[src/hdl/a2_glue_consts.svh]
// Build constants for the card glue logic
// Audio placement shifts, LED bit positions, default blink period
// and the switches that allow driving the Apple II bus
`ifndef A2_GLUE_CONSTS_SVH
`define A2_GLUE_CONSTS_SVH

// Audio placement inside the 16-bit sample
`define A2G_CARD_AUDIO_SHIFT 3          // 10-bit card level into 13 bits
`define A2G_SPEAKER_SHIFT    12         // Speaker bit sits at the top of 13 bits

// LED bit selection
`define A2G_ACTIVITY_BIT     8          // Event counter bit shown during activity
`define A2G_CLOCK_LED_BIT    10         // MSB of the 11-bit clock edge counters

// Heartbeat period in clk_logic_w cycles
`define A2G_BLINK_CYCLES     10_000_000

// Bus drive switches, 0 keeps the pin released
`define A2G_IRQ_OUT_ENABLE   1
`define A2G_DATA_OUT_ENABLE  1

`endif

[src/hdl/a2_glue_pkg.sv]
// Shared types of the card glue logic
// Bus byte, card audio level, signed sample and event counter
`default_nettype none

package a2_glue_pkg;

    // One byte on the Apple II data bus
    typedef logic [7:0] bus_byte_t;

    // Unsigned audio level from a slot card
    typedef logic [9:0] card_audio_t;

    // Signed 16-bit audio sample, one channel
    typedef logic signed [15:0] sample_t;

    // Sound-chip event counter
    typedef logic [15:0] event_count_t;

endpackage

`default_nettype wire

[src/hdl/status_led.sv]
// Status LEDs
// Two-flop synchronizers and rising edge dividers for the phi1 and Q3
// bus clocks, plus the heartbeat LED with sound-chip activity display
`default_nettype none

`include "a2_glue_consts.svh"

module status_led #(
    parameter int BLINK_CYCLES = `A2G_BLINK_CYCLES     // Any value of 2 or more
) (
    input  logic                       clk_logic_w,
    input  logic                       system_reset_n_w,
    input  logic                       phi1_i,
    input  logic                       q3_i,
    input  a2_glue_pkg::event_count_t  es5503_count_i,
    output logic                       heartbeat_led_o,
    output logic                       phi1_led_o,
    output logic                       q3_led_o
);
    import a2_glue_pkg::*;

    localparam int NCLK    = 2;                         // phi1 at index 0, Q3 at 1
    localparam int EDGE_W  = `A2G_CLOCK_LED_BIT + 1;
    localparam int BLINK_W = $clog2(BLINK_CYCLES);

    logic [NCLK-1:0]   clk_in_w;
    logic [2:0]        sync_r [NCLK];                   // Two sync stages and last value
    logic [NCLK-1:0]   rise_w;
    logic [EDGE_W-1:0] edge_cnt_r [NCLK];

    logic [BLINK_W-1:0] blink_cnt_r;
    logic               blink_wrap_w;
    event_count_t       prev_count_r;
    logic               count_changed_w;
    logic               activity_r;

    assign clk_in_w = {q3_i, phi1_i};

    // Rising edge seen on the synchronized copy
    always_comb begin
        for (int i = 0; i < NCLK; i++) begin
            rise_w[i] = sync_r[i][1] & ~sync_r[i][2];
        end
    end

    always_ff @(posedge clk_logic_w) begin
        if (!system_reset_n_w) begin
            for (int i = 0; i < NCLK; i++) begin
                sync_r[i]     <= '0;
                edge_cnt_r[i] <= '0;
            end
        end else begin
            for (int i = 0; i < NCLK; i++) begin
                sync_r[i] <= {sync_r[i][1:0], clk_in_w[i]};
                if (rise_w[i]) begin
                    edge_cnt_r[i] <= edge_cnt_r[i] + EDGE_W'(1);
                end
            end
        end
    end

    assign phi1_led_o = edge_cnt_r[0][`A2G_CLOCK_LED_BIT];
    assign q3_led_o   = edge_cnt_r[1][`A2G_CLOCK_LED_BIT];

    // Previous event count for change detection
    always_ff @(posedge clk_logic_w) begin
        prev_count_r <= es5503_count_i;
    end

    assign count_changed_w = (es5503_count_i != prev_count_r);
    assign blink_wrap_w    = (blink_cnt_r == BLINK_W'(BLINK_CYCLES - 1));

    always_ff @(posedge clk_logic_w) begin
        if (!system_reset_n_w) begin
            blink_cnt_r     <= '0;
            activity_r      <= 1'b0;
            heartbeat_led_o <= 1'b0;
        end else begin
            if (count_changed_w) begin
                activity_r <= 1'b1;
            end
            if (blink_wrap_w) begin
                blink_cnt_r <= '0;
                if (activity_r) begin
                    heartbeat_led_o <= es5503_count_i[`A2G_ACTIVITY_BIT];  // Sound chip busy
                    activity_r      <= 1'b0;    // Clear wins over a same-cycle change
                end else begin
                    heartbeat_led_o <= ~heartbeat_led_o;                    // Idle heartbeat
                end
            end else begin
                blink_cnt_r <= blink_cnt_r + BLINK_W'(1);
            end
        end
    end

endmodule

`default_nettype wire

[config.mk]
export PLATFORM = sky130hd
export DESIGN_NAME = status_led
export DESIGN_NICKNAME = d
export VERILOG_FILES = /design/src/hdl/a2_glue_pkg.sv /design/src/hdl/status_led.sv
export VERILOG_INCLUDE_DIRS = /design/src /design/src/hdl
export SDC_FILE = /design/constraint.sdc
export NUM_CORES = 1
export LEC_CHECK = 0
export BUFFER_PORTS_ARGS = -buffer_cell sky130_fd_sc_hd__clkbuf_2
export CAP_MARGIN = 20
export CORE_MARGIN = 5
export CORE_UTILIZATION = 52
export DETAILED_ROUTE_END_ITERATION = 10
export PLACE_DENSITY = 0.71
export SLEW_MARGIN = 15
export SYNTH_ARGS = -nofsm -noshare
export SYNTH_HDL_FRONTEND = slang
export SYNTH_SLANG_ARGS = --single-unit
[constraint.sdc]
create_clock -name clk_logic_w -period 2.1 [get_ports clk_logic_w]
set_input_delay 0.42 -clock clk_logic_w [delete_from_list [all_inputs] [get_ports clk_logic_w]]
set_output_delay 0.42 -clock clk_logic_w [all_outputs]
set_load 0.005 [all_outputs]
# Word level (Yosys, flattened, before mapping)

Memory sizes are Yosys's and may differ from the RTL's.
Cells that the tools add are included.

Bits in registers: 42
Bits in writable memories: 28
Bits of input ports: 20
Output and inout port bits: 3
Logic and storage cells: 38
Memories kept: 2

Add/subtract/negate cells: 3
Equality and inequality tests: 2
Muxes and demuxes: 16
Bitwise gates (word level): 10
Reduce and logical (&&, ||, !) cells: 1

Memory list:

| memory     | depth | bits a word | read ports | clocked after memory_dff | write ports | RTL line         | text |
|---|---|---|---|---|---|---|---|
| edge_cnt_r | 2     | 11          | 2          | 0                        | 2           | status_led.sv:29 | `logic [EDGE_W-1:0] edge_cnt_r [NCLK];` |
| sync_r     | 2     | 3           | 2          | 0                        | 2           | status_led.sv:27 | `logic [2:0] sync_r [NCLK];` |

Operator list:

| cell                                                             | number |
|---|---|
| 24-bit by 1-bit adder with 24-bit output (second input constant) | 1 |
| 24-bit equality test (second input constant)                     | 1 |
| 11-bit by 1-bit adder with 11-bit output (second input constant) | 2 |
| 11-bit two-way mux                                               | 2 |
| 16-bit != test                                                   | 1 |
| 1-bit two-way mux                                                | 12 |
| 3-bit two-way mux                                                | 2 |
| 1-bit inverter                                                   | 4 |
| 1-bit OR                                                         | 4 |
| 1-bit bitwise AND                                                | 2 |
| 2-bit OR reduction                                               | 1 |

# Depth between registers and ports, before layout

Word-level depth: 6
Mapped depth: 6
Mapped depth without buffers: 5

# Least setup slack after synthesis

No wires, ideal clock.

Kind: register to register
Start: reg blink_cnt_r[0]
End: reg blink_cnt_r[20]
Setup time: 70 ps
Data arrival time: 1,669 ps
Required time: 2,030 ps
Path slack: 361 ps
Cell stages (with the launch flop): 7
Path buffers: 1
Clock period less this slack: 1,739 ps
Cells stage by stage: dfxtp_1 -> ha_1 -> and4_2 -> nand4_2 -> buf_6 -> or4_1 -> a21oi_1

Longest elaborated chain between the ends: 2
Elaborated cells between the ends (all ways): 3
Classes of those cells: add/sub (1); eq/ne (1); reduce/logical (1)

RTL lines:

| what                                                                             | RTL line         | text |
|---|---|---|
| from (decl)                                                                      | status_led.sv:31 | `logic [BLINK_W-1:0] blink_cnt_r;` |
| from (signal assigned)                                                           | status_led.sv:91 | `blink_cnt_r <= blink_cnt_r + BLINK_W'(1);` |
| branches (longest 2 deep; another with 24-bit by 1-bit adder with 24-bit output) | --               |  |

Parallel ways; which one is timed is not known.
A chain may end at the register's enable or synchronous reset.

# Worst setup path in the final report

Ends and elaborated chain as after synthesis.

==> results.md <==
* Status: completed
* Post-Synthesis Net Count at 311
* Cell variety after synth at 40
* H-tree depth at 3
* RR Startpoint: blink_cnt_r[0]
* Top sig layer: met4
* Ys flop type: dfxtp_1
* WP data arrival at 2.21 ns
* Yosys warning count at 0
* Post-Syn Instances at 288
* Mapped Area at 2990 um^2
* Top Family by Delay on Critical Path: simple AND/OR/NAND/NOR gates
* Max-slew violation count at 0
* Initial antenna violation count at 0
* # DRC at 0
* WP buf/inv at 0
* RSZ-0062 raised after global routing: no
* Leak pwr at 1.24 nW
* Vias in the first global route at 2064
* # hold bufs at CTS at 0
* Global-route wire length before repair at 8.91 mm
* Worst path max stage delay at 0.58 ns
* Slew margin rel. at 0.685
* RePlAce Congestion at 0.761
* Setup CP Type: reg2reg
* Post-synth EDFFs at 22
* Clock sink total at 70
* Switching share of power at 0.230
* CP Data Required Time at 2.38 ns
* Nets at 341
* Hold path endpoint: prev_count_r[1]
* Final hold vios at 0
* # rows at 27
* Place WS at 0.195 ns
* Final worst-path cycle share at 0.920
* Die Ht at 85.9 um
* Die area at 7370 um^2
* Hold Path Class: in2reg
* Worst setup SP type: flop
* Post-route setup slack at 0.168 ns
* Worst R2R Setup Slack at 0.17 ns
* Worst Tran Pin Value at 0.471 ns
* Worst skew pair latency at 0.35 ns
* Max_cap viols at 0
* Layout cell share with drive strength beyond 1 at 0.167
* CTS max path bufs at 2
* Worst hold path depth at 1
* Max Fanout on Critical Path at 11
* Post-cts resize count at 0
* CTS buffer count at 9
* Critical path's slowest cell: or4_1
* Grt ovf at 0
* Drt pass-1 iters at 4
* I/O Buffers at 22
* GRT Total Usage at 0.151
* Net load switching power at 0.665 mW
* Clk pin slew, worst setup/hold paths at 0.08 ns
* Area Overhead vs Synth at 14.8%
* Clock network power share at 0.438
* Pin count of the biggest net entering global routing at 23
* Register area share after synthesis at 0.542
* TNS Setup at 0 ns
* Worst Reg-to-Reg Cells at 5
* Pwr/cell area at 842 nW/um^2
* Endpoint class of the critical path: flop
* Core ar. at 5540 um^2
* Combinational cell fraction of total power at 0.048
* Cells after DPL at 379
* Iteration-0 DRC Markers at 148
* Antenna diodes at 0
* Initial core utilization at 0.540
* Post-CTS Setup Bufs at 0
* Num ports at 23
* Crit path cell chain: ha_1 > and4_2 > nand4_2 > or4_1 > a21oi_1
* Flops & latches, synth at 70
* Vias per cell at 5.41
* Metal-1 WL at 2.39 mm
* Clock root cell: clkbuf_8
* Syn avg cell area at 10.4 um^2
* DR WL met2 at 2.39 mm
* Register share of total power at 0.514
* Tmin final at 1.93 ns
* Crit Reg-Reg Endpoint: blink_cnt_r[20]
* Final ANT Viol Nets at 0
* Detailed Route WL at 5.07 mm
* Internal power at 2.23 mW
* Chip width at 85.9 um
* CTS tree: built
* Maximum VDD drop at 0.507 mV
* Clock skew at 0.0104 ns
* Final setup vio count at 0
* DR vias at 2137
* WL met3 at 169 um
* Finished Layout Cells at 395
* Fmax at 518 MHz
* DR WL/cell at 12.8 um
* Async SR Flop Fraction at 0
* Final worst hold slack at 0.191 ns
* Hold Crit Start: es5503_count_i[1]
* HPWL Detailed at 3.49 mm
Yosys cell counts, types with 4 or more instances:
master | count | area [um^2]
a21oi_1 | 11 | 55.1
inv_1 | 4 | 15.0
o31ai_1 | 8 | 60.1
and3_1 | 7 | 43.8
nor3_1 | 5 | 25.0
edfxtp_1 | 22 | 661
nor4_1 | 4 | 25.0
or4_1 | 5 | 37.5
nand3_1 | 13 | 65.1
dfxtp_1 | 48 | 961
nand4_1 | 12 | 75.1
and2_1 | 7 | 43.8
nor2_1 | 37 | 139
nand2_1 | 21 | 78.8
xor2_1 | 18 | 158
o21ai_0 | 4 | 20.0
xnor2_1 | 27 | 236
cells by family after synthesis:
family | synth area share
xor+xnor | 0.132
fa+ha+maj | 0.0125
flops | 0.542
simple gates | 0.234
buf+inv | 0.0205
compound gates | 0.0594
how the worst max path moves through the flow:
stage	cells after the start	startpoint	slack [ns]	to
final	5	blink_cnt_r[0]	0.17	blink_cnt_r[20]
after floorplan	6	blink_cnt_r[0]	0.36	blink_cnt_r[20]
after detailed placement	5	blink_cnt_r[0]	0.19	blink_cnt_r[20]
after global routing	5	blink_cnt_r[0]	0.0003	blink_cnt_r[20]
after global placement	5	blink_cnt_r[0]	0.28	blink_cnt_r[20]
after CTS	5	blink_cnt_r[0]	0.18	blink_cnt_r[20]
state kept, by name, summed over array words and instances (netlist names):
name,count
activity_r,1
blink_cnt_r,24
edge_cnt_r,22
heartbeat_led_o,1
prev_count_r,16
sync_r,6
per-layer routing:
layer / GRT usage / vias up
li1: - / 1084
met1: 0.190 / 1014
met2: 0.238 / 28
met3: 0.0365 / 11
met4: 0.0820 / 0
met5: 0 / -
stage by stage:
step	area (um^2)	util	power, mW
finish	3440	0.620	2.89
global route	3440	0.620	3.02
CTS	3440	0.620	2.93
detailed placement	3190	0.577	1.66
global placement	3190	0.577	1.65
floorplan	2990	-	1.60
cell type report:
cell class | instances | area (um^2)
fillers | 487 | 2100
clock buffers | 11 | 174
inverters | 4 | 15.0
repair buffers | 26 | 153
flip-flops and latches | 70 | 1620
clock inverters | 5 | 67.6
multi-input cells | 207 | 1320
well taps | 72 | 90.1
power groups by stage:
stage | logic [mW] | registers (mW) | clock network [mW]
after CTS | 0.142 | 1.49 | 1.30
after global placement | 0.137 | 1.52 | 0
after detailed placement | 0.141 | 1.52 | 0
after global routing | 0.157 | 1.50 | 1.36
after floorplan | 0.0925 | 1.51 | 0
final | 0.138 | 1.49 | 1.27
cells in the final DEF (no fill, tap or decap), types with 4 or more instances in the layout:
cell / n
a21oi_1: 11
and2_1: 7
and3_1: 7
clkbuf_2: 22
clkbuf_8: 9
dfxtp_1: 48
edfxtp_1: 22
inv_1: 4
nand2_1: 21
nand3_1: 13
nand4_1: 12
nor2_1: 37
nor3_1: 5
nor4_1: 4
o21ai_0: 4
o31ai_1: 7
or4_1: 5
xnor2_1: 27
xor2_1: 18
Note: power is estimated with default switching activity, not from simulation.
