### src/hdl/a2_glue_consts.svh
// Build constants for the card glue logic
// Audio placement shifts, LED bit positions, default blink period
// and the switches that allow driving the Apple II bus
`ifndef A2_GLUE_CONSTS_SVH
`define A2_GLUE_CONSTS_SVH

// Audio placement inside the 16-bit sample
`define A2G_CARD_AUDIO_SHIFT 3          // 10-bit card level into 13 bits
`define A2G_SPEAKER_SHIFT    12         // Speaker bit sits at the top of 13 bits

// LED bit selection
`define A2G_ACTIVITY_BIT     8          // Event counter bit shown during activity
`define A2G_CLOCK_LED_BIT    10         // MSB of the 11-bit clock edge counters

// Heartbeat period in clk_logic_w cycles
`define A2G_BLINK_CYCLES     10_000_000

// Bus drive switches, 0 keeps the pin released
`define A2G_IRQ_OUT_ENABLE   1
`define A2G_DATA_OUT_ENABLE  1

`endif

### src/hdl/a2_glue_pkg.sv
// Shared types of the card glue logic
// Bus byte, card audio level, signed sample and event counter
`default_nettype none

package a2_glue_pkg;

    // One byte on the Apple II data bus
    typedef logic [7:0] bus_byte_t;

    // Unsigned audio level from a slot card
    typedef logic [9:0] card_audio_t;

    // Signed 16-bit audio sample, one channel
    typedef logic signed [15:0] sample_t;

    // Sound-chip event counter
    typedef logic [15:0] event_count_t;

endpackage

`default_nettype wire

### src/hdl/audio_mixer.sv
// Audio mixer
// Places the speaker bit and the unsigned card levels in a 16-bit word,
// adds the optional external signed sample and registers both channels
`default_nettype none

`include "a2_glue_consts.svh"

module audio_mixer #(
    parameter bit ESP32_AUDIO_EN = 1'b1     // 1 adds the external stereo sample
) (
    input  logic                      clk_logic_w,
    input  logic                      system_reset_n_w,
    input  logic                      speaker_i,
    input  a2_glue_pkg::card_audio_t  ssp_audio_i,
    input  a2_glue_pkg::card_audio_t  mb_audio_l_i,
    input  a2_glue_pkg::card_audio_t  mb_audio_r_i,
    input  a2_glue_pkg::sample_t      ext_l_i,
    input  a2_glue_pkg::sample_t      ext_r_i,
    output a2_glue_pkg::sample_t      audio_l_o,
    output a2_glue_pkg::sample_t      audio_r_o
);
    import a2_glue_pkg::*;

    localparam int SW = $bits(sample_t);

    sample_t mix_l_w;
    sample_t mix_r_w;

    // One channel: unsigned sources at their positions plus the external sample,
    // sum wraps at 16 bits
    function automatic sample_t mix_channel(
        input logic        spk,
        input card_audio_t ssp,
        input card_audio_t mb,
        input sample_t     ext
    );
        logic [SW-1:0] spk_ext;
        logic [SW-1:0] ssp_ext;
        logic [SW-1:0] mb_ext;
        logic [SW-1:0] ext_add;
        spk_ext = SW'(spk) << `A2G_SPEAKER_SHIFT;
        ssp_ext = SW'(ssp) << `A2G_CARD_AUDIO_SHIFT;
        mb_ext  = SW'(mb) << `A2G_CARD_AUDIO_SHIFT;
        ext_add = ESP32_AUDIO_EN ? SW'(unsigned'(ext)) : '0;
        return sample_t'(spk_ext + ssp_ext + mb_ext + ext_add);
    endfunction

    assign mix_l_w = mix_channel(speaker_i, ssp_audio_i, mb_audio_l_i, ext_l_i);
    assign mix_r_w = mix_channel(speaker_i, ssp_audio_i, mb_audio_r_i, ext_r_i);

    // Output samples are silent out of reset
    always_ff @(posedge clk_logic_w) begin
        if (!system_reset_n_w) begin
            audio_l_o <= '0;
            audio_r_o <= '0;
        end else begin
            audio_l_o <= mix_l_w;
            audio_r_o <= mix_r_w;
        end
    end

endmodule

`default_nettype wire

### config.mk
export PLATFORM = sky130hd
export DESIGN_NAME = audio_mixer
export DESIGN_NICKNAME = d
export VERILOG_FILES = /design/src/hdl/a2_glue_pkg.sv /design/src/hdl/audio_mixer.sv
export VERILOG_INCLUDE_DIRS = /design/src /design/src/hdl
export SDC_FILE = /design/constraint.sdc
export NUM_CORES = 1
export LEC_CHECK = 0
export BUFFER_PORTS_ARGS = -buffer_cell sky130_fd_sc_hd__buf_2
export CORE_MARGIN = 1.5
export CORE_UTILIZATION = 49
export CTS_BUF_LIST = sky130_fd_sc_hd__clkbuf_4 sky130_fd_sc_hd__clkbuf_8
export DETAILED_ROUTE_END_ITERATION = 16
export HOLD_SLACK_MARGIN = 0.15
export PLACE_DENSITY_LB_ADDON = 0.08
export SYNTH_ARGS = -nofsm -noshare
export SYNTH_HDL_FRONTEND = slang
export SYNTH_SLANG_ARGS = --single-unit
### constraint.sdc
create_clock -name clk_logic_w -period 2.8 [get_ports clk_logic_w]
set_input_delay 0.14 -clock clk_logic_w [delete_from_list [all_inputs] [get_ports clk_logic_w]]
set_output_delay 0.14 -clock clk_logic_w [all_outputs]
set_load 0.05 [all_outputs]
---- Yosys cells after proc, flatten, opt, wreduce, memory -nomap -nowiden ----
Index checks and enable logic that the tools add are counted.
cells by class
  add/sub/neg operators ................... 5
operators by type and width
  kind                                       number
  16-bit adder                               2
  16-bit by 13-bit adder with 16-bit output  1
  14-bit by 13-bit adder with 15-bit output  1
  13-bit by 13-bit adder with 14-bit output  1
storage, ports and cells
  register bits ........................... 32
  logic and storage cells ................. 7
  output and inout port bits .............. 32
  input bits .............................. 65

---- Depth between registers and ports, before layout ----
Gate-level depths: netlist (run 1).
  word-level depth ........................ 3
  depth in mapped cells ................... 10

---- Worst setup path before layout (run 1) ----
OpenSTA, ideal clock, no wires.
  path kind ............................... input -> register
  start ................................... in ssp_audio_i[1]
  end ..................................... reg audio_l_o[14]
  setup time .............................. 116 ps
  data required time ...................... 2684 ps
  buffers on the path ..................... 0
  setup slack ............................. 428 ps
  data arrival time ....................... 2256 ps
  stages on the path ...................... 8
  path through ............................ fa_1 > ha_1 > fa_1 > a211oi_2 > o21bai_1 > and3_1 > or3_1 > and3_1
on the way
  word-level cells in the longest chain between the ends .. 3
ends and longest elaborated chain
  item                                       line               text
  from (decl)                                audio_mixer.sv:14  input a2_glue_pkg::card_audio_t ssp_audio_i,
  13-bit by 13-bit adder with 14-bit output  audio_mixer.sv:45  return sample_t'(spk_ext + ssp_ext + mb_ext + ext_add);
  16-bit by 13-bit adder with 16-bit output  audio_mixer.sv:45
  16-bit adder                               audio_mixer.sv:45
  to (signal assigned)                       audio_mixer.sv:57  audio_l_o <= mix_l_w;
  to (decl)                                  audio_mixer.sv:19  output a2_glue_pkg::sample_t audio_l_o,
Every way passes these cells.
A chain may end at the register's enable or synchronous reset.

---- Worst setup path in the final report (run 1) ----
Same ends and word-level chain as after synthesis.

==> results of run 1 <==
layer usage:
metal | track usage [%] | vias up | wire length [um]
met3 | 6.125 | 5 | 420
met4 | 5.660 | 0 | 57
met1 | 24.91 | 826 | 2085
li1 | - | 953 | -
met5 | 0 | - | 0
met2 | 34.16 | 78 | 2132
cell usage in the layout, fill, tap and decap left out, types with 8 or more instances in the layout:
cell type	netlist	final
nor2_1	9	9
dlygate4sd3_1	0	8
dfxtp_1	32	32
xnor2_1	9	9
buf_2	0	96
and2_1	22	22
inv_1	8	8
o21ai_0	14	14
ha_1	25	25
fa_1	22	22
through the flow:
step                      hold WS [ns]  util [%]  power, mW  worst slack [ns]  area, um2
after floorplan                 0.2673         -      1.359            0.4284       2253
after global placement          0.3460     63.58      1.585            0.1919       2788
after CTS                       0.2485     68.29      2.093            0.4631       2994
after global routing            0.2600     68.29      2.210            0.3556       2994
final                           0.2556     68.29      2.070            0.4720       2994
after detailed placement        0.3500     63.58      1.593            0.1619       2788
final timing paths:
kind | startpoint | to | slack, ns | cells after the start
setup / recovery | ssp_audio_i[1] | audio_l_o[14]$_SDFF_PN0_ | 0.47 | 9
hold / removal | ext_l_i[3] | audio_l_o[3]$_SDFF_PN0_ | 0.26 | 4
report_power, final:
group / switching (mW) / internal (mW) / leakage (nW) / total, mW
registers: 0.0165 / 0.542 / 0.267 / 0.559
clock network: 0.168 / 0.314 / 0.0645 / 0.482
logic: 0.656 / 0.373 / 1.16 / 1.03
layout make-up:
| cell class | count | share of cell area, % |
|---|---|---|
| multi-input cells | 166 | 52.49 |
| well taps | 52 | 2.173 |
| flip-flops and latches | 32 | 21.40 |
| repair buffers | 104 | 18.72 |
| inverters | 8 | 1.003 |
| clock buffers | 7 | 3.218 |
| clock inverters | 1 | 1.003 |
worst min-delay path, stage by stage:
cell	delay, ns
buf_2	0.09
inv_1	0.05
fa_1	0.16
nor2b_1	0.04
logic make-up after synthesis:
| kind of cell | Yosys count |
|---|---|
| xor+xnor | 11 |
| buf+inv | 11 |
| mux | 2 |
| simple gates | 51 |
| flops | 32 |
| compound gates | 55 |
| fa+ha+maj | 47 |
what timing repair did:
item,4_1_cts,5_1_grt
hold endpoints to repair,8,0
hold buffers,8,0
buffers inserted,0,0
registers in the layout, indices dropped and copies added, names as in the netlist:
register and cells:
audio_l_o 16, audio_r_o 16
==> impl_results.md, run 1 <==
- Xor/xnor cell area share of the yosys netlist: 4.275%
- Layout area overhead: 32.87%
- Core Region: roughly 4400 um2
- CP max stage delay: 0.48 ns
- Via density: 5.032
- Final Max Tran Viols: 0
- Synth Flop Type: dfxtp_1
- Final setup vio count: 0
- Slew margin rel.: 65.56%
- Net count after synthesis: 321
- Yosys top cell area share: roughly 28%
- Initial antenna violation count: 0
- Max Freq: roughly 0.43 GHz
- Worst-path clk slew: around 0.07 ns
- IO Port Bufs: 96
- Hpwl dp: 3800 um
- Clock Path Buffers: 2
- Post-CTS Resized: 0
- Synthesis-stage register bit count: 32
- Final Hold Fails: 0
- Unique cell type count in the Yosys netlist: 34
- Status: complete, no violations
- Synth warn: 0
- Min cycle time layout: 2.328 ns
- Largest net degree at the start of global routing: 36
- Residual DRC: 0
- Number of synthesized flops with an enable pin: 0
- Count leader, synth: dfxtp_1
- Vias in the first global route: 1,831
- Clk sink count: 32
- CP top delay family: adder cells
- Arr. time, crit path: roughly 2.5 ns
- Routed WL: about 4700 um
- Synth Area in Simple Gates: 12.99%
- Post-layout net count: 429
- FP Rows: 24
- DIE AREA: 5015 um2
- 1st-iter DRT viols: 59
- # IOs: 97
- DIE HEIGHT: 70.82 um
- Least-Margin Pin Slew: 0.5165 ns
- Vias: 1,862
- Non-filler cells, final: 370
- CP Max Fanout: 3
- Tot GR Track Use: ~20%
- Synth Area in Compound Gates: 18.16%
- Ratio of cells with drive above 1 in the final layout: 36.48%
- CP endpoint kind: flip-flop
- Area contributors post-synth: dfxtp_1, fa_1, ha_1
- Critical path type: primary input to flip-flop
- Worst Path Required: 2.98 ns
- Die W: 70.82 um
- Avg Inst Size Synth: 10.78 um2
- Gate Count Post-Synth: 209
- Root Buffer: clkbuf_8
- DR WL/cell: approximately 13 um
- Setup_tns: 0 ns
- Tcrit/Tclk final: 83.14%
- First-pass GRT wire length: slightly above 8000 um
- Crit-path cells: buf_2, fa_1, ha_1, fa_1, a211oi_2, o21bai_1, and3_1, or3_1, and3_1
- Max Cap Violations: 0
- Register area: ~640 um2
- First drt pass iteration count: 4
- Tightest Hold Check Type: primary input to flip-flop
- Commonest cells in the netlist: dfxtp_1, ha_1, and2_1, fa_1, o21ai_0
- Antenna Cells: 0
- Max IR drop VDD: 0.3403 mV
- Num CTS Buffers: 5
- Buf+Inv Stages, Crit Path: 1
- P_leak: ~1.5 nW
- Unrepaired setup endpoints after global routing: false
- Biggest area consumer among synthesized cells: dfxtp_1
- Multi-input logic area: roughly 1600 um2
- PD cells: 691.2 nW/um2
- Synth async-reset ratio: 0%
- TritonCTS clock tree: built
- Worst setup SP type: primary input
- Mux share of post-synthesis cell area: 0.8884%
- GRT overflow: 0
- H-tree depth: 2
- RD Place Congestion: about 0.80
- Fillers: approximately 350
- Post-synthesis sequential area ratio: 28.43%
- Starting Density: 51.40%
- Synthesized cell area: 2253 um2
- Slowest CP cell: fa_1
- Placed Cells incl. Taps: 354
- Synth Area in Adders: approximately a third
- Antenna-violating nets left: 0
- Largest family of logic cells by synthesized area: adder cells
Power figures use the tool's default switching activity.
==> run 2: changes to the inputs <==
--- a/config.mk
+++ b/config.mk
@@ -8,7 +8,7 @@
 export LEC_CHECK = 0
 export BUFFER_PORTS_ARGS = -buffer_cell sky130_fd_sc_hd__buf_2
 export CORE_MARGIN = 1.5
-export CORE_UTILIZATION = 49
+export CORE_UTILIZATION = 45
 export CTS_BUF_LIST = sky130_fd_sc_hd__clkbuf_4 sky130_fd_sc_hd__clkbuf_8
 export DETAILED_ROUTE_END_ITERATION = 16
 export HOLD_SLACK_MARGIN = 0.15
==> constraint.sdc (replaced) <==
create_clock -name clk_logic_w -period 1.9 [get_ports clk_logic_w]
set_input_delay 0.095 -clock clk_logic_w [delete_from_list [all_inputs] [get_ports clk_logic_w]]
set_output_delay 0.095 -clock clk_logic_w [all_outputs]
set_load 0.05 [all_outputs]
==> run 2 against run 1 <==
  * The run now ends with setup timing left
  * Hold slack worse by 0.054 ns
  * First-iteration DRC count is 51% lower
  * Sequential power up 48%
  * Final area is 21% higher
==> impl_results.md, run 2 (synthesized netlist as in run 1, its figures left out) <==
- Status: complete, but fails checks (was complete, no violations)
- Failing checks: setup timing
- Clock Path Buffers: 2 (unchanged)
- WL met1: 2281 um (was 2085 um)
- CP endpoint kind: flip-flop (unchanged)
- CP max stage delay: 0.48 ns (about the same)
- Layout area overhead: 60.36% (was 32.87%)
- Initial antenna violation count: 0 (unchanged)
- TritonCTS clock tree: built (unchanged)
- Antenna Cells: 0 (unchanged)
- Final setup vio count: 4 (was 0)
- DP Area: 3134 um2 (was 2788 um2)
- Post-layout net count: 475 (was 429)
- Min cycle time layout: 2.023 ns
- First drt pass iteration count: 4 (unchanged)
- DR WL/cell: 13.55 um (was 12.69 um)
- H-tree depth: 2 (unchanged)
- Clk sink count: 32 (unchanged)
- Core Region: 4786 um2 (was 4384 um2)
- Max Cap Violations: 0 (unchanged)
- Placed Cells incl. Taps: 408 (was 354)
- RD Place Congestion: 0.8559 (was 0.8028)
- Vias in the first global route: 2,137 (was 1,831)
- CP Max Fanout: 2 (was 3)
- Final Max Tran Viols: 0 (unchanged)
- Uppermost layer routed: met4 (unchanged)
- Multi-input logic area: 1803 um2 (was 1572 um2)
- Worst Hold Path Cells: 4 (unchanged)
- Overall Power: 3.568 mW (was 2.070 mW)
- P_leak: 1.739 nW (was 1.489 nW)
- Met2 wire length: 3011 um (was 2132 um)
- Residual DRC: 0 (unchanged)
- Arr. time, crit path: 2.21 ns (was 2.51 ns)
- # IOs: 97 (unchanged)
- Final Hold Fails: 0 (unchanged)
- Setup_tns: -0.4237 ns (was 0 ns)
- First-pass GRT wire length: 9246 um (was 8059 um)
- Worst setup SP type: primary input (unchanged)
- WL met3: 440 um (was 420 um)
- Slowest CP cell: fa_1 (unchanged)
- Hpwl dp: 4426 um (was 3800 um)
- Critical path type: primary input to flip-flop (unchanged)
- Max Freq: roughly 0.5 GHz
- Tightest Hold Check Type: primary input to flip-flop (unchanged)
- PD cells: 987.3 nW/um2 (was 691.2 nW/um2)
- Tot GR Track Use: 22.29% (was 20.15%)
- Register area: 640.6 um2 (unchanged)
- Ratio of cells with drive above 1 in the final layout: 53.30% (was 36.48%)
- Max IR drop VDD: 0.5891 mV (was 0.3403 mV)
- Most frequent cells in the layout: buf_2, buf_4, dfxtp_1 (was buf_2, dfxtp_1, ha_1)
- Unrepaired setup endpoints after global routing: true (was false)
- Num CTS Buffers: 5 (unchanged)
- Worst-path clk slew: 0.07 ns (about the same)
- Design area: 3613 um2 (was 2994 um2)
- Worst setup margin: -0.1232 ns (was 0.4720 ns)
- Largest net degree at the start of global routing: 36 (unchanged)
- 1st-iter DRT viols: 29 (was 59)
- Registers with the most flip-flops: audio_l_o x16, audio_r_o x16 (unchanged)
- Least-Margin Pin Slew: 0.5330 ns (was 0.5165 ns)
- Worst Path Required: 2.08 ns (was 2.98 ns)
- Routed WL: 5842 um (was 4695 um)
- DIE AREA: 5441 um2 (was 5015 um2)
- Post-Place Setup Slack: -0.5067 ns (was 0.1619 ns)
- Via density: 4.914 (was 5.032)
- Fin util: 75.50% (was 68.29%)
- IO Port Bufs: 96 (unchanged)
- Crit-path cells: buf_6, fa_1, ha_2, fa_2, a211oi_2, o21bai_2, buf_4, a221oi_4, xnor2_1, and2_1 (was buf_2, fa_1, ha_1, fa_1, a211oi_2, o21bai_1, and3_1, or3_1, and3_1)
- Non-filler cells, final: 431 (was 370)
- Hold_ws: 0.2020 ns (was 0.2556 ns)
- Slew margin rel.: 64.47% (was 65.56%)
- Root Buffer: clkbuf_8 (unchanged)
- Tcrit/Tclk final: 106.5%
- DIE HEIGHT: 73.77 um (was 70.82 um)
- FP Rows: 25 (was 24)
- Leading cell type in the layout, fill and taps excluded: buf_2 (unchanged)
- Antenna-violating nets left: 0 (unchanged)
- Fillers: 338 (was 354)
- Die W: 73.77 um (was 70.82 um)
- Vias: 2,118 (was 1,862)
- Starting Density: 47.08% (was 51.40%)
- GRT overflow: 0 (unchanged)
[run 2: cell count changes in the layout (fill, tap and decap cells not counted), moves of 4 or more]
cell,before,now
a21oi_1,7,2
a21oi_2,0,5
ha_1,25,16
ha_4,0,8
fa_1,22,16
buf_4,0,44
o21ai_0,14,10
fa_2,0,6
[run 2: report_power, final]
group | internal, mW | switching, mW
Combinational | 0.873 | 1.15
Sequential | 0.799 | 0.0261
Clock | 0.463 | 0.259
[run 2: layer usage]
metal	track usage [%]	up-vias
met5	0	-
met4	8.230	0
met3	6.036	12
met2	40.14	83
met1	24.89	984
li1	-	1039
[run 2: final timing paths]
path / start / to / slack (ns)
hold / removal: ext_l_i[3] / audio_l_o[3]$_SDFF_PN0_ / 0.20
setup / recovery: ext_l_i[4] / audio_l_o[12]$_SDFF_PN0_ / -0.12
[run 2: layout make-up]
cell class / instances / share of cell area, %
clock buffers: 7 / 2.666
flip-flops and latches: 32 / 17.73
multi-input cells: 166 / 49.90
repair buffers: 150 / 25.73
well taps: 67 / 2.320
inverters: 8 / 0.8310
clock inverters: 1 / 0.8310
[run 2: worst max-delay path, delay by kind of cell]
kind | cells | cell delay [ns]
fa+ha+maj | 3 | 1.03
xor+xnor | 1 | 0.10
simple gates | 1 | 0.15
buf+inv | 2 | 0.24
compound gates | 3 | 0.59
[run 2: timing repair]
item,CTS,global route
hold endpoints to repair,8,0
setup endpoints to repair,12,12
gates resized for setup,16,27
hold buffers,8,0
setup buffers,5,3
pin swaps,22,23
==> run 3: changes to the inputs <==
--- a/config.mk
+++ b/config.mk
@@ -8,11 +8,12 @@
 export LEC_CHECK = 0
 export BUFFER_PORTS_ARGS = -buffer_cell sky130_fd_sc_hd__buf_2
 export CORE_MARGIN = 1.5
-export CORE_UTILIZATION = 45
+export CORE_UTILIZATION = 49
 export CTS_BUF_LIST = sky130_fd_sc_hd__clkbuf_4 sky130_fd_sc_hd__clkbuf_8
 export DETAILED_ROUTE_END_ITERATION = 16
 export HOLD_SLACK_MARGIN = 0.15
 export PLACE_DENSITY_LB_ADDON = 0.08
+export SLEW_MARGIN = 20
 export SYNTH_ARGS = -nofsm -noshare
 export SYNTH_HDL_FRONTEND = slang
 export SYNTH_SLANG_ARGS = --single-unit
==> constraint.sdc (replaced) <==
create_clock -name clk_logic_w -period 2.25 [get_ports clk_logic_w]
set_input_delay 0.1125 -clock clk_logic_w [delete_from_list [all_inputs] [get_ports clk_logic_w]]
set_output_delay 0.1125 -clock clk_logic_w [all_outputs]
set_load 0.05 [all_outputs]
==> run 3 against run 2 <==
  * The run now ends clean
  * Cell count fell by 11%
  * Combinational power fell by 32%
  * Total power fell by 27%
  * Core utilization fell by 5.0 points
  * First-iteration DRC count rose by 62%
  * Non-clock buffer count fell by 32
  * Largest cell class unchanged
==> impl_results.md, run 3 (synthesized netlist as in run 1, its figures left out) <==
- Clock Path Buffers: 2 (unchanged)
- WL met3: 390 um (was 440 um)
- # IOs: 97 (unchanged)
- Final Max Tran Viols: 0 (unchanged)
- Slew margin rel.: 64.65% (was 64.47%)
- Status: complete, no violations (was complete, but fails checks)
- Final setup vio count: 0 (was 4)
- GRT overflow: 0 (unchanged)
- Worst-path clk slew: 0.07 ns (about the same)
- Hold_ws: 0.2195 ns (was 0.2020 ns)
- Antenna Cells: 0 (unchanged)
- Combinational share of power: 52.1% (was 56.6%)
- Met2 wire length: 2416 um (was 3011 um)
- Final Hold Fails: 0 (unchanged)
- WL met1: 2199 um (was 2281 um)
- Max Cap Violations: 0 (unchanged)
- Switching Share: 41.64% (was 40.16%)
- FP Rows: 24 (was 25)
- Routed WL: 5072 um (was 5842 um)
- DIE HEIGHT: 70.82 um (was 73.77 um)
- Tcrit/Tclk final: 97.07%
- Setup Fix Bufs, Post-CTS: 0 (was 5)
- Worst setup SP type: primary input (unchanged)
- Antenna-violating nets left: 0 (unchanged)
- Psw: 1.091 mW (was 1.433 mW)
- P_leak: 1.548 nW (was 1.739 nW)
- Worst setup margin: 0.06581 ns (was -0.1232 ns)
- Clk sink count: 32 (unchanged)
- CP Max Fanout: 3 (was 2)
- TritonCTS clock tree: built (unchanged)
- Residual DRC: 0 (unchanged)
- Least-Margin Pin Slew: 0.5302 ns (was 0.5330 ns)
- Tightest Hold Check Type: primary input to flip-flop (unchanged)
- Die W: 70.82 um (was 73.77 um)
- DR WL/cell: 13.21 um (was 13.55 um)
- Leading cell type in the layout, fill and taps excluded: buf_2 (unchanged)
- CP endpoint kind: flip-flop (unchanged)
- Setup_tns: 0 ns (was -0.4237 ns)
- Vias: 1,943 (was 2,118)
- Max Freq: 0.4578 GHz
- Post-Place Setup Slack: -0.2453 ns (was -0.5067 ns)
- Fillers: 359 (was 338)
- Core Region: 4384 um2 (was 4786 um2)
- Uppermost layer routed: met4 (unchanged)
- Design area: 3093 um2 (was 3613 um2)
- Vias in the first global route: 1,792 (was 2,137)
- Seq pwr share: 26.7% (was 23.1%)
- Num CTS Buffers: 5 (unchanged)
- PD cells: 847.4 nW/um2 (was 987.3 nW/um2)
- Worst Path Required: 2.43 ns (was 2.08 ns)
- Starting Density: 51.40% (was 47.08%)
- First-pass GRT wire length: 8169 um (was 9246 um)
- Min cycle time layout: approximately 2.2 ns
- H-tree depth: 2 (unchanged)
- Most frequent cells in the layout: buf_2, dfxtp_1, ha_1 (was buf_2, buf_4, dfxtp_1)
- First drt pass iteration count: 4 (unchanged)
- Placed Cells incl. Taps: 368 (was 408)
- IO Port Bufs: 96 (unchanged)
- Clock Power Share: 21.2% (was 20.2%)
- RD Place Congestion: 0.7930 (was 0.8559)
- Critical path type: primary input to flip-flop (unchanged)
- Hpwl dp: 4091 um (was 4426 um)
- Tot GR Track Use: 20.79% (was 22.29%)
- Ratio of cells with drive above 1 in the final layout: 40.06% (was 53.30%)
- Post-layout net count: 443 (was 475)
- Root Buffer: clkbuf_8 (unchanged)
- DIE AREA: 5015 um2 (was 5441 um2)
- Arr. time, crit path: 2.37 ns (was 2.21 ns)
- Max IR drop VDD: 0.4525 mV (was 0.5891 mV)
- Non-filler cells, final: 384 (was 431)
- Largest net degree at the start of global routing: 36 (unchanged)
- Layout area overhead: 37.26% (was 60.36%)
- Via density: 5.060 (was 4.914)
- DP Area: 2898 um2 (was 3134 um2)
- Internal: 1.530 mW (was 2.135 mW)
- Initial antenna violation count: 0 (unchanged)
- 1st-iter DRT viols: 47 (was 29)
- Registers with the most flip-flops: audio_l_o x16, audio_r_o x16 (unchanged)
[run 3: cell types whose count changed in the layout (fill, tap and decap cells not counted), sizes merged]
cell and change:
clkbuf -2, clkinvlp +1, clkinv +1, buf -32
[run 3: area by class of cell]
type | instances | area (um2) | share of cell area, %
clock buffer | 5 | 68.82 | 2.225
timing repair buffer | 118 | 665.6 | 21.52
clock inverter | 3 | 42.54 | 1.375
multi-input combinational | 166 | 1580 | 51.09
inverter | 8 | 30.03 | 0.9709
sequential | 32 | 640.6 | 20.71
tap | 52 | 65.06 | 2.104
[run 3: power groups by stage]
stage	Clock (mW)	Combinational (mW)	Sequential [mW]
2_1_floorplan	0	0.592	1.10
3_3_place_gp	0	1.34	0.709
3_5_place_dp	0	1.36	0.710
4_1_cts	0.570	1.37	0.698
5_1_grt	0.599	1.48	0.707
6_report	0.556	1.37	0.699
[run 3: final timing paths]
| kind | start | end | slack [ns] | depth (start not counted) |
|---|---|---|---|---|
| worst min-delay path | ext_l_i[3] | audio_l_o[3]$_SDFF_PN0_ | 0.22 | 4 |
| worst max-delay path | ssp_audio_i[1] | audio_l_o[14]$_SDFF_PN0_ | 0.07 | 9 |
[run 3: critical path, cell delays in order]
cell and delay [ns]:
buf_2 0.13, fa_1 0.49, ha_2 0.21, fa_2 0.35, a211oi_2 0.29, o21bai_2 0.14
and3_1 0.18, or3_1 0.30, and3_1 0.17
[run 3: what timing repair did]
action	in CTS	in global routing
endpoints found under the setup margin	0	1
hold buffers	8	0
gates resized for setup	0	1
endpoints found under the hold margin	8	0
[run 3: per-layer routing]
metal / GRT usage, % / vias up
met3: 5.271 / 7
li1: - / 981
met5: 0 / -
met4: 6.289 / 0
met1: 26.59 / 876
met2: 34.79 / 79
[run 3: through the flow]
stage	utilization, %	power (mW)
2_1_floorplan	-	1.694
3_3_place_gp	66.10	2.050
3_5_place_dp	66.10	2.066
4_1_cts	70.46	2.641
5_1_grt	70.55	2.790
6_report	70.55	2.621
